--- src/design/core_consts.svh ---
`ifndef CORE_CONSTS_SVH
`define CORE_CONSTS_SVH

`define CORE_XLEN     32
`define CORE_REG_AW   5
`define CORE_RESET_PC 32'h0000_0000

// RV32I major opcodes, instruction bits [6:0].
`define CORE_OP_OP     7'b0110011
`define CORE_OP_OP_IMM 7'b0010011
`define CORE_OP_LUI    7'b0110111
`define CORE_OP_AUIPC  7'b0010111
`define CORE_OP_BRANCH 7'b1100011
`define CORE_OP_JAL    7'b1101111
`define CORE_OP_JALR   7'b1100111
`define CORE_OP_SYSTEM 7'b1110011

`endif

--- src/design/core_pkg.sv ---
package core_pkg;

    typedef enum logic [3:0] {
        ALU_ADD,
        ALU_SUB,
        ALU_AND,
        ALU_OR,
        ALU_XOR,
        ALU_SLL,
        ALU_SRL,
        ALU_SRA,
        ALU_SLT,
        ALU_SLTU
    } alu_op_t;

    typedef enum logic [2:0] {
        BR_NONE,
        BR_BEQ,
        BR_BNE,
        BR_JAL,
        BR_JALR
    } branch_kind_t;

endpackage

--- src/design/core_fetch.sv ---
`timescale 1ns/1ns
`include "core_consts.svh"

module core_fetch (
    input  logic                  clk,
    input  logic                  rst,
    input  logic                  next_inst,
    input  logic [`CORE_XLEN-1:0] next_pc,
    input  logic                  halted,
    output logic                  ibus_cyc,
    output logic                  ibus_stb,
    output logic [`CORE_XLEN-1:0] ibus_adr,
    input  logic                  ibus_ack,
    input  logic [`CORE_XLEN-1:0] ibus_dat_r,
    output logic                  inst_valid,
    output logic [`CORE_XLEN-1:0] inst,
    output logic [`CORE_XLEN-1:0] inst_pc,
    input  logic                  dec_ready
);
    typedef enum logic [1:0] {
        S_IDLE,
        S_BUS,
        S_HOLD
    } state_t;

    state_t                state;
    logic [`CORE_XLEN-1:0] pc;

    always_ff @(posedge clk) begin
        if (rst) begin
            state <= S_BUS; // The first read goes out as soon as reset drops.
            pc    <= `CORE_RESET_PC;
        end else begin
            case (state)
                S_IDLE: begin
                    if (next_inst && !halted) begin
                        pc    <= next_pc;
                        state <= S_BUS;
                    end
                end
                S_BUS: begin
                    if (ibus_ack) begin
                        state <= S_HOLD;
                    end
                end
                S_HOLD: begin
                    if (dec_ready) begin
                        state <= S_IDLE; // Wait in idle for execute to resolve the next pc.
                    end
                end
                default: state <= S_IDLE;
            endcase
        end
    end

    always_ff @(posedge clk) begin
        if (state == S_BUS && ibus_ack) begin
            inst <= ibus_dat_r;
        end
    end

    assign ibus_cyc   = (state == S_BUS) && !rst;
    assign ibus_stb   = (state == S_BUS) && !rst;
    assign ibus_adr   = pc;
    assign inst_valid = (state == S_HOLD);
    assign inst_pc    = pc;

endmodule

--- src/design/core_decode.sv ---
`timescale 1ns/1ns
`include "core_consts.svh"

module core_decode (
    input  logic                     clk,
    input  logic                     rst,
    input  logic                     inst_valid,
    input  logic [`CORE_XLEN-1:0]    inst,
    input  logic [`CORE_XLEN-1:0]    inst_pc,
    output logic                     dec_ready,
    output logic [`CORE_REG_AW-1:0]  rs1_addr,
    output logic [`CORE_REG_AW-1:0]  rs2_addr,
    input  logic [`CORE_XLEN-1:0]    rs1_data,
    input  logic [`CORE_XLEN-1:0]    rs2_data,
    output logic                     dec_valid,
    output core_pkg::alu_op_t        alu_op,
    output logic [`CORE_XLEN-1:0]    alu_a,
    output logic [`CORE_XLEN-1:0]    alu_b,
    output core_pkg::branch_kind_t   branch_kind,
    output logic [`CORE_XLEN-1:0]    br_rs1,
    output logic [`CORE_XLEN-1:0]    br_rs2,
    output logic [`CORE_XLEN-1:0]    br_target,
    output logic [`CORE_XLEN-1:0]    dec_pc,
    output logic [`CORE_REG_AW-1:0]  rd,
    output logic                     rd_wen,
    output logic                     is_ebreak,
    output logic                     is_illegal,
    input  logic                     exe_ready
);
    import core_pkg::*;

    logic [6:0]            opcode;
    logic [2:0]            funct3;
    logic [6:0]            funct7;
    logic [`CORE_XLEN-1:0] imm_i;
    logic [`CORE_XLEN-1:0] imm_u;
    logic [`CORE_XLEN-1:0] imm_b;
    logic [`CORE_XLEN-1:0] imm_j;
    alu_op_t               d_alu_op;
    logic [`CORE_XLEN-1:0] d_alu_a;
    logic [`CORE_XLEN-1:0] d_alu_b;
    branch_kind_t          d_kind;
    logic [`CORE_XLEN-1:0] d_target;
    logic                  d_wen;
    logic                  d_ebreak;
    logic                  d_illegal;
    logic                  take;

    function automatic alu_op_t funct3_op(input logic [2:0] f3, input logic alt);
        case (f3)
            3'd0:    funct3_op = alt ? ALU_SUB : ALU_ADD;
            3'd1:    funct3_op = ALU_SLL;
            3'd2:    funct3_op = ALU_SLT;
            3'd3:    funct3_op = ALU_SLTU;
            3'd4:    funct3_op = ALU_XOR;
            3'd5:    funct3_op = alt ? ALU_SRA : ALU_SRL;
            3'd6:    funct3_op = ALU_OR;
            default: funct3_op = ALU_AND;
        endcase
    endfunction

    assign opcode   = inst[6:0];
    assign funct3   = inst[14:12];
    assign funct7   = inst[31:25];
    assign rs1_addr = inst[19:15];
    assign rs2_addr = inst[24:20];

    assign imm_i = {{20{inst[31]}}, inst[31:20]};
    assign imm_u = {inst[31:12], 12'b0};
    assign imm_b = {{19{inst[31]}}, inst[31], inst[7], inst[30:25], inst[11:8], 1'b0};
    assign imm_j = {{11{inst[31]}}, inst[31], inst[19:12], inst[20], inst[30:21], 1'b0};

    always_comb begin
        d_alu_op  = ALU_ADD;
        d_alu_a   = rs1_data;
        d_alu_b   = rs2_data;
        d_kind    = BR_NONE;
        d_target  = inst_pc + imm_b;
        d_wen     = 1'b0;
        d_ebreak  = 1'b0;
        d_illegal = 1'b0;
        case (opcode)
            `CORE_OP_OP: begin
                d_alu_op = funct3_op(funct3, funct7[5]);
                d_wen    = 1'b1;
                // Only sub and sra use the alternate funct7.
                if (funct7 != 7'b0 &&
                    !(funct7 == 7'b0100000 && (funct3 == 3'd0 || funct3 == 3'd5))) begin
                    d_illegal = 1'b1;
                end
            end
            `CORE_OP_OP_IMM: begin
                d_alu_op = funct3_op(funct3, funct3 == 3'd5 && funct7[5]);
                d_alu_b  = imm_i;
                d_wen    = 1'b1;
                if ((funct3 == 3'd1 && funct7 != 7'b0) ||
                    (funct3 == 3'd5 && funct7 != 7'b0 && funct7 != 7'b0100000)) begin
                    d_illegal = 1'b1;
                end
            end
            `CORE_OP_LUI: begin
                d_alu_a = '0;
                d_alu_b = imm_u;
                d_wen   = 1'b1;
            end
            `CORE_OP_AUIPC: begin
                d_alu_a = inst_pc;
                d_alu_b = imm_u;
                d_wen   = 1'b1;
            end
            `CORE_OP_BRANCH: begin
                case (funct3)
                    3'd0:    d_kind = BR_BEQ;
                    3'd1:    d_kind = BR_BNE;
                    default: d_illegal = 1'b1;
                endcase
            end
            `CORE_OP_JAL: begin
                d_kind   = BR_JAL;
                d_target = inst_pc + imm_j;
                d_wen    = 1'b1;
            end
            `CORE_OP_JALR: begin
                d_kind    = BR_JALR;
                d_target  = (rs1_data + imm_i) & ~`CORE_XLEN'(1);
                d_wen     = 1'b1;
                d_illegal = (funct3 != 3'd0);
            end
            `CORE_OP_SYSTEM: begin
                if (inst == 32'h0010_0073) begin
                    d_ebreak = 1'b1;
                end else begin
                    d_illegal = 1'b1;
                end
            end
            default: d_illegal = 1'b1;
        endcase
        if (d_ebreak || d_illegal) begin
            d_wen = 1'b0; // A halting instruction never writes back.
        end
    end

    assign dec_ready = !dec_valid;
    assign take      = inst_valid && dec_ready;

    always_ff @(posedge clk) begin
        if (rst) begin
            dec_valid <= 1'b0;
        end else if (take) begin
            dec_valid <= 1'b1;
        end else if (exe_ready) begin
            dec_valid <= 1'b0;
        end
    end

    always_ff @(posedge clk) begin
        if (take) begin
            alu_op      <= d_alu_op;
            alu_a       <= d_alu_a;
            alu_b       <= d_alu_b;
            branch_kind <= d_kind;
            br_rs1      <= rs1_data;
            br_rs2      <= rs2_data;
            br_target   <= d_target;
            dec_pc      <= inst_pc;
            rd          <= inst[11:7];
            rd_wen      <= d_wen;
            is_ebreak   <= d_ebreak;
            is_illegal  <= d_illegal;
        end
    end

endmodule

--- src/design/core_regfile.sv ---
`timescale 1ns/1ns
`include "core_consts.svh"

module core_regfile (
    input  logic                    clk,
    input  logic                    rst,
    input  logic [`CORE_REG_AW-1:0] rs1_addr,
    input  logic [`CORE_REG_AW-1:0] rs2_addr,
    output logic [`CORE_XLEN-1:0]   rs1_data,
    output logic [`CORE_XLEN-1:0]   rs2_data,
    input  logic                    wb_wen,
    input  logic [`CORE_REG_AW-1:0] wb_addr,
    input  logic [`CORE_XLEN-1:0]   wb_data
);
    logic [`CORE_XLEN-1:0] regs [0:(1 << `CORE_REG_AW)-1];

    always_ff @(posedge clk) begin
        if (rst) begin
            for (int i = 0; i < (1 << `CORE_REG_AW); i++) begin
                regs[i] <= '0;
            end
        end else if (wb_wen && wb_addr != '0) begin
            regs[wb_addr] <= wb_data; // x0 is never written.
        end
    end

    assign rs1_data = (rs1_addr == '0) ? '0 : regs[rs1_addr];
    assign rs2_data = (rs2_addr == '0) ? '0 : regs[rs2_addr];

endmodule

--- src/design/core_execute.sv ---
`timescale 1ns/1ns
`include "core_consts.svh"

module core_execute (
    input  logic                     clk,
    input  logic                     rst,
    input  logic                     dec_valid,
    input  core_pkg::alu_op_t        alu_op,
    input  logic [`CORE_XLEN-1:0]    alu_a,
    input  logic [`CORE_XLEN-1:0]    alu_b,
    input  core_pkg::branch_kind_t   branch_kind,
    input  logic [`CORE_XLEN-1:0]    br_rs1,
    input  logic [`CORE_XLEN-1:0]    br_rs2,
    input  logic [`CORE_XLEN-1:0]    br_target,
    input  logic [`CORE_XLEN-1:0]    dec_pc,
    input  logic [`CORE_REG_AW-1:0]  rd,
    input  logic                     rd_wen,
    input  logic                     is_ebreak,
    input  logic                     is_illegal,
    output logic                     exe_ready,
    output logic                     wb_wen,
    output logic [`CORE_REG_AW-1:0]  wb_addr,
    output logic [`CORE_XLEN-1:0]    wb_data,
    output logic                     next_inst,
    output logic [`CORE_XLEN-1:0]    next_pc,
    output logic                     retire_valid,
    output logic                     retire_rd_wen,
    output logic [`CORE_XLEN-1:0]    retire_pc,
    output logic [`CORE_XLEN-1:0]    retire_rd_wdata,
    output logic [`CORE_REG_AW-1:0]  retire_rd,
    output logic                     halted,
    output logic                     illegal
);
    import core_pkg::*;

    logic [`CORE_XLEN-1:0] alu_out;
    logic [`CORE_XLEN-1:0] pc_plus4;
    logic                  is_jump;
    logic                  redirect;
    logic                  accept;

    always_comb begin
        case (alu_op)
            ALU_SUB:  alu_out = alu_a - alu_b;
            ALU_AND:  alu_out = alu_a & alu_b;
            ALU_OR:   alu_out = alu_a | alu_b;
            ALU_XOR:  alu_out = alu_a ^ alu_b;
            ALU_SLL:  alu_out = alu_a << alu_b[4:0];
            ALU_SRL:  alu_out = alu_a >> alu_b[4:0];
            ALU_SRA:  alu_out = $signed(alu_a) >>> alu_b[4:0];
            ALU_SLT:  alu_out = {{(`CORE_XLEN-1){1'b0}}, $signed(alu_a) < $signed(alu_b)};
            ALU_SLTU: alu_out = {{(`CORE_XLEN-1){1'b0}}, alu_a < alu_b};
            default:  alu_out = alu_a + alu_b;
        endcase
    end

    assign pc_plus4 = dec_pc + `CORE_XLEN'(4);
    assign is_jump  = (branch_kind == BR_JAL) || (branch_kind == BR_JALR);
    assign redirect = is_jump ||
                      (branch_kind == BR_BEQ && br_rs1 == br_rs2) ||
                      (branch_kind == BR_BNE && br_rs1 != br_rs2);

    assign exe_ready = !halted;
    assign accept    = dec_valid && exe_ready;

    always_ff @(posedge clk) begin
        if (rst) begin
            retire_valid <= 1'b0;
            wb_wen       <= 1'b0;
            halted       <= 1'b0;
            illegal      <= 1'b0;
        end else begin
            retire_valid <= accept;
            wb_wen       <= accept && rd_wen;
            if (accept && (is_ebreak || is_illegal)) begin
                halted  <= 1'b1; // Held until the next reset.
                illegal <= is_illegal;
            end
        end
    end

    always_ff @(posedge clk) begin
        if (accept) begin
            wb_addr   <= rd;
            wb_data   <= is_jump ? pc_plus4 : alu_out; // Jumps link pc+4.
            next_pc   <= redirect ? br_target : pc_plus4;
            retire_pc <= dec_pc;
        end
    end

    assign next_inst       = retire_valid;
    assign retire_rd_wen   = wb_wen;
    assign retire_rd       = wb_addr;
    assign retire_rd_wdata = wb_data;

endmodule

--- src/design/core_top.sv ---
`timescale 1ns/1ns
`include "core_consts.svh"

module core_top (
    input  logic                    clk,
    input  logic                    rst,
    output logic                    ibus_cyc,
    output logic                    ibus_stb,
    output logic [`CORE_XLEN-1:0]   ibus_adr,
    input  logic                    ibus_ack,
    input  logic [`CORE_XLEN-1:0]   ibus_dat_r,
    output logic                    retire_valid,
    output logic [`CORE_XLEN-1:0]   retire_pc,
    output logic                    retire_rd_wen,
    output logic [`CORE_REG_AW-1:0] retire_rd,
    output logic [`CORE_XLEN-1:0]   retire_rd_wdata,
    output logic                    halted,
    output logic                    illegal
);
    import core_pkg::*;

    logic                    inst_valid;
    logic [`CORE_XLEN-1:0]   inst;
    logic [`CORE_XLEN-1:0]   inst_pc;
    logic                    dec_ready;
    logic [`CORE_REG_AW-1:0] rs1_addr;
    logic [`CORE_REG_AW-1:0] rs2_addr;
    logic [`CORE_XLEN-1:0]   rs1_data;
    logic [`CORE_XLEN-1:0]   rs2_data;
    logic                    dec_valid;
    alu_op_t                 alu_op;
    logic [`CORE_XLEN-1:0]   alu_a;
    logic [`CORE_XLEN-1:0]   alu_b;
    branch_kind_t            branch_kind;
    logic [`CORE_XLEN-1:0]   br_rs1;
    logic [`CORE_XLEN-1:0]   br_rs2;
    logic [`CORE_XLEN-1:0]   br_target;
    logic [`CORE_XLEN-1:0]   dec_pc;
    logic [`CORE_REG_AW-1:0] rd;
    logic                    rd_wen;
    logic                    is_ebreak;
    logic                    is_illegal;
    logic                    exe_ready;
    logic                    wb_wen;
    logic [`CORE_REG_AW-1:0] wb_addr;
    logic [`CORE_XLEN-1:0]   wb_data;
    logic                    next_inst;
    logic [`CORE_XLEN-1:0]   next_pc;

    core_fetch i_fetch (
        .clk        (clk),
        .rst        (rst),
        .next_inst  (next_inst),
        .next_pc    (next_pc),
        .halted     (halted),
        .ibus_cyc   (ibus_cyc),
        .ibus_stb   (ibus_stb),
        .ibus_adr   (ibus_adr),
        .ibus_ack   (ibus_ack),
        .ibus_dat_r (ibus_dat_r),
        .inst_valid (inst_valid),
        .inst       (inst),
        .inst_pc    (inst_pc),
        .dec_ready  (dec_ready)
    );

    core_decode i_decode (
        .clk         (clk),
        .rst         (rst),
        .inst_valid  (inst_valid),
        .inst        (inst),
        .inst_pc     (inst_pc),
        .dec_ready   (dec_ready),
        .rs1_addr    (rs1_addr),
        .rs2_addr    (rs2_addr),
        .rs1_data    (rs1_data),
        .rs2_data    (rs2_data),
        .dec_valid   (dec_valid),
        .alu_op      (alu_op),
        .alu_a       (alu_a),
        .alu_b       (alu_b),
        .branch_kind (branch_kind),
        .br_rs1      (br_rs1),
        .br_rs2      (br_rs2),
        .br_target   (br_target),
        .dec_pc      (dec_pc),
        .rd          (rd),
        .rd_wen      (rd_wen),
        .is_ebreak   (is_ebreak),
        .is_illegal  (is_illegal),
        .exe_ready   (exe_ready)
    );

    core_regfile i_regfile (
        .clk      (clk),
        .rst      (rst),
        .rs1_addr (rs1_addr),
        .rs2_addr (rs2_addr),
        .rs1_data (rs1_data),
        .rs2_data (rs2_data),
        .wb_wen   (wb_wen),
        .wb_addr  (wb_addr),
        .wb_data  (wb_data)
    );

    core_execute i_execute (
        .clk             (clk),
        .rst             (rst),
        .dec_valid       (dec_valid),
        .alu_op          (alu_op),
        .alu_a           (alu_a),
        .alu_b           (alu_b),
        .branch_kind     (branch_kind),
        .br_rs1          (br_rs1),
        .br_rs2          (br_rs2),
        .br_target       (br_target),
        .dec_pc          (dec_pc),
        .rd              (rd),
        .rd_wen          (rd_wen),
        .is_ebreak       (is_ebreak),
        .is_illegal      (is_illegal),
        .exe_ready       (exe_ready),
        .wb_wen          (wb_wen),
        .wb_addr         (wb_addr),
        .wb_data         (wb_data),
        .next_inst       (next_inst),
        .next_pc         (next_pc),
        .retire_valid    (retire_valid),
        .retire_rd_wen   (retire_rd_wen),
        .retire_pc       (retire_pc),
        .retire_rd_wdata (retire_rd_wdata),
        .retire_rd       (retire_rd),
        .halted          (halted),
        .illegal         (illegal)
    );

endmodule

--- config.mk ---
export PLATFORM = sky130hd
export DESIGN_NAME = core_top
export DESIGN_NICKNAME = d
export VERILOG_FILES = /design/src/design/core_pkg.sv /design/src/design/core_fetch.sv /design/src/design/core_decode.sv /design/src/design/core_regfile.sv /design/src/design/core_execute.sv /design/src/design/core_top.sv
export VERILOG_INCLUDE_DIRS = /design/src /design/src/design
export SDC_FILE = /design/constraint.sdc
export NUM_CORES = 2
export LEC_CHECK = 0
export ABC_AREA = 0
export BUFFER_PORTS_ARGS = -buffer_cell sky130_fd_sc_hd__buf_4
export CORE_MARGIN = 2
export CORE_UTILIZATION = 50
export CTS_BUF_LIST = sky130_fd_sc_hd__clkbuf_4
export DETAILED_ROUTE_END_ITERATION = 16
export GPL_ROUTABILITY_DRIVEN = 0
export MAX_ROUTING_LAYER = met4
export PLACE_DENSITY = 0.65
export SLEW_MARGIN = 20
export SYNTH_ARGS = -nofsm -noshare
export SYNTH_HDL_FRONTEND = slang
export SYNTH_SLANG_ARGS = --single-unit
export TNS_END_PERCENT = 30
--- constraint.sdc ---
create_clock -name clk -period 14.8 [get_ports clk]
set_input_delay 0.74 -clock clk [delete_from_list [all_inputs] [get_ports clk]]
set_output_delay 0.74 -clock clk [all_outputs]
set_load 0.05 [all_outputs]
==> impl_metrics.tcl <==
set metrics [dict create \
    status "finished clean" \
    worstPathRequired_ns 15.84 \
    ys_types 83 \
    start_util_pct 50.3 \
    whs_path_depth 2 \
    switching_share_pct 28.1 \
    n_fill_cell 13100 \
    worst_setup_path_end_kind "flop" \
    route.detailed.drc 0 \
    via_per_inst 6.61 \
    timing.fmax_mhz 137 \
    worst_pin_slew_ns 1.13 \
    finalSetupViolCount 0 \
    final_layout_size_suffix_gt1_share_pct 27.8 \
    holdWs_ns 0.112 \
    grt_overflow 0 \
    cts_made_buffers 387 \
    grt_pass1_vias 55800 \
    synth_edf_count 1364 \
    clk_pin_slew_ns 0.08 \
    grt_max_degree 145 \
    numPortBuffers 141 \
    synth_cells 5918 \
    ant_nets 0 \
    p_int_w 0.00705 \
    coreArea_sq_um 160000 \
    async_flop_share_pct 0 \
    antenna_found_initial 24 \
    cts.sinks 1413 \
    cts_tree "built" \
    hold_path_class "input port to flop" \
    p_seq_share_pct 47.6 \
    switching_power_w 0.00276 \
    cellLeakagePower_nw 32.8 \
    cts_max_path_buffers 4 \
    ff2ff_setup_slack_ns 7.53 \
    die_h_um 406 \
    hold_viol 0 \
    p_clk_share_pct 35.5 \
    synth_ff_type "edfxtp_1" \
    routed_wirelength_mm 285 \
    area_delta_synth_final_pct 10.9 \
    critical_path.max_fanout 89 \
    worstSetupPathType "flop to flop" \
    cts_root_buffer "clkbuf_4" \
    synth.cell_area_sq_um 80600 \
    rsz0062_at_grt "no" \
    holdPathEnd "i_fetch.inst[6]" \
    period_share_pct 49.1 \
    track_usage_pct 35.8 \
    final_cell_count_no_fill 8629 \
    period_needed_ns 7.27 \
    layout_common_cells "edfxtp_1 (1364), and2_1 (1004), mux4_2 (697), clkbuf_4 (572), buf_4 (314)" \
    dp_hpwl_mm 180 \
    synth_area_per_cell_sq_um 13.6 \
    fin_nets 6375 \
    num_vias 57100 \
    drv_cap 0 \
    power_density_nw_per_um2 110 \
    die_w_um 406 \
    postCtsSetupRepairBufs 0 \
    grt_pass1_wl_mm 404 \
    ys_ff_latch 1413 \
    slew_viol_final 0 \
    drtPass1Iterations 9 \
    wl_per_cell_um 33.0 \
    drt-initial-drc-count 8806 \
    r2r_end "i_decode.br_target[28]" \
    r2r_cells 18 \
    die_area_sq_um 164000 \
    yosysWarnings 0 \
    final_common_cell "edfxtp_1" \
    tns_ns 0 \
    relSlewSlack_pct 24.5 \
    fin_skew_ns 0.114 \
    htreeDepth 5 \
    io_pins 142 \
    crit_arrival_ns 8.32 \
    place_inst 7913 \
    startpoint_type "flop" \
    ys_seq_area_share_pct 52.0 \
    insertion_delay_ns 1.35 \
    hold_start "ibus_dat_r[6]" \
    ir_worst_vdd_mv 0.0613 \
    std_cell_rows 147 \
    combPwrFrac_pct 16.8 \
]
cell type report:
type	instances	area (sq um)	share of cell area (%)
antenna	8	20.0	0.0224
clock buffer	572	4290	4.80
clock inverter	100	480	0.537
inverter	131	492	0.550
multi-input combinational	3890	36600	41.0
sequential	1413	42000	46.9
tap	2160	2700	3.02
timing repair buffer	355	2830	3.16
sequential cells by signal, indices dropped and copies added, names as in the netlist, 2 cells and up, named ones only:
register                   cells
i_execute.retire_pc           32
i_fetch.state                  2
i_decode.br_rs1               32
i_decode.branch_kind           3
i_execute.retire_rd_wdata     32
i_fetch.inst                  32
i_decode.br_rs2               32
i_decode.alu_a                32
i_decode.dec_pc               32
i_decode.alu_b                32
i_decode.br_target            32
i_execute.next_pc             32
i_execute.retire_rd            5
i_regfile.regs              1024
i_fetch.ibus_adr              32
i_decode.rd                    5
i_decode.alu_op                4
critical path, stage by stage (launching register included):
cell	delay [ns]
dfxtp_4	1.00
buf_12	0.59
buf_4	0.77
mux4_2	0.60
mux4_2	0.47
nand2_1	0.23
a21oi_1	0.19
ha_1	0.43
a21o_1	0.18
a21o_1	0.17
a21o_1	0.19
or4_1	0.50
o211ai_1	0.29
a31oi_1	0.20
o21ai_0	0.41
o21ai_0	0.22
a21oi_1	0.21
xor2_1	0.15
o21ai_0	0.09
synth_stat cells, types with 22 or more instances:
| library cell | instances | area (sq um) |
|---|---|---|
| dfxtp_1 | 49 | 981 |
| xnor2_1 | 86 | 753 |
| nand2_1 | 269 | 1010 |
| a221oi_1 | 31 | 272 |
| nor2b_1 | 56 | 350 |
| a21oi_1 | 274 | 1370 |
| a221o_1 | 26 | 260 |
| nor2_1 | 289 | 1080 |
| and2_1 | 1005 | 6290 |
| or3_1 | 26 | 163 |
| a21o_1 | 56 | 420 |
| a211oi_1 | 25 | 188 |
| nand2b_1 | 62 | 388 |
| inv_1 | 129 | 484 |
| ha_1 | 158 | 1980 |
| mux4_2 | 697 | 15700 |
| mux2i_1 | 80 | 801 |
| nand4_1 | 31 | 194 |
| o211ai_1 | 27 | 203 |
| nor3_1 | 41 | 205 |
| or2_2 | 39 | 244 |
| clkbuf_1 | 419 | 1570 |
| buf_2 | 38 | 190 |
| xor2_1 | 34 | 298 |
| edfxtp_1 | 1364 | 41000 |
| o21bai_1 | 22 | 165 |
| o21ai_0 | 154 | 771 |
| nand3_1 | 41 | 205 |
| mux2_2 | 64 | 721 |
| buf_1 | 54 | 203 |
cells by family (layout without fill, tap and decap cells):
kind of cell	Yosys count	in the layout	share of synthesized area (%)
xor+xnor	120	120	1.30
fa+ha+maj	162	162	2.55
flops	1413	1413	52.0
other cells	1	40	0.00465
mux	841	841	21.4
simple gates	1938	1938	13.3
compound gates	797	797	6.39
buf+inv	646	1158	3.09
how the worst max path moves through the flow:
| stage | from | endpoint | slack (ns) | depth (start not counted) |
|---|---|---|---|---|
| 2_1_floorplan | i_fetch.state[1] | i_decode.alu_a[0] | 5.80 | 1 |
| 3_3_place_gp | flop | i_decode.br_target[28] | 7.51 | 18 |
| 3_5_place_dp | flop | i_decode.br_target[28] | 7.45 | 18 |
| 4_1_cts | flop | i_decode.br_target[28] | 7.44 | 18 |
| 5_1_grt | flop | i_decode.br_target[28] | 7.07 | 18 |
| 6_report | flop | i_decode.br_target[28] | 7.53 | 18 |
power by group through the flow:
stage	logic [W]	clock network, W	registers [W]
after floorplan	0.00110	0	0.00468
after global placement	0.00159	0	0.00475
after detailed placement	0.00160	0	0.00475
after CTS	0.00161	0.00352	0.00467
after global routing	0.00171	0.00373	0.00468
final	0.00165	0.00348	0.00467
what timing repair did:
item                       in CTS  in global routing
hold buffers                   34                  0
hold endpoints to repair       57                  0
gates resized for setup         0                  0
setup endpoints to repair       0                  0
through the flow:
stage | power (W) | cell area (sq um) | worst slack (ns) | util (%)
4_1_cts | 0.00981 | 89400 | 7.44 | 55.7
3_5_place_dp | 0.00636 | 84200 | 7.45 | 52.5
6_report | 0.00980 | 89400 | 7.53 | 55.8
3_3_place_gp | 0.00634 | 84200 | 7.51 | 52.5
2_1_floorplan | 0.00577 | 80700 | 5.80 | -
5_1_grt | 0.0101 | 89400 | 7.07 | 55.8
layer usage:
layer	up-vias	track usage, %	share of wire, %
met5	-	-	0
met4	0	17.9	5.6
met3	780	8.08	13
met2	4318	52.8	46
met1	28700	47.0	36
li1	23300	-	-
Note: power is estimated with default switching activity, not from simulation.
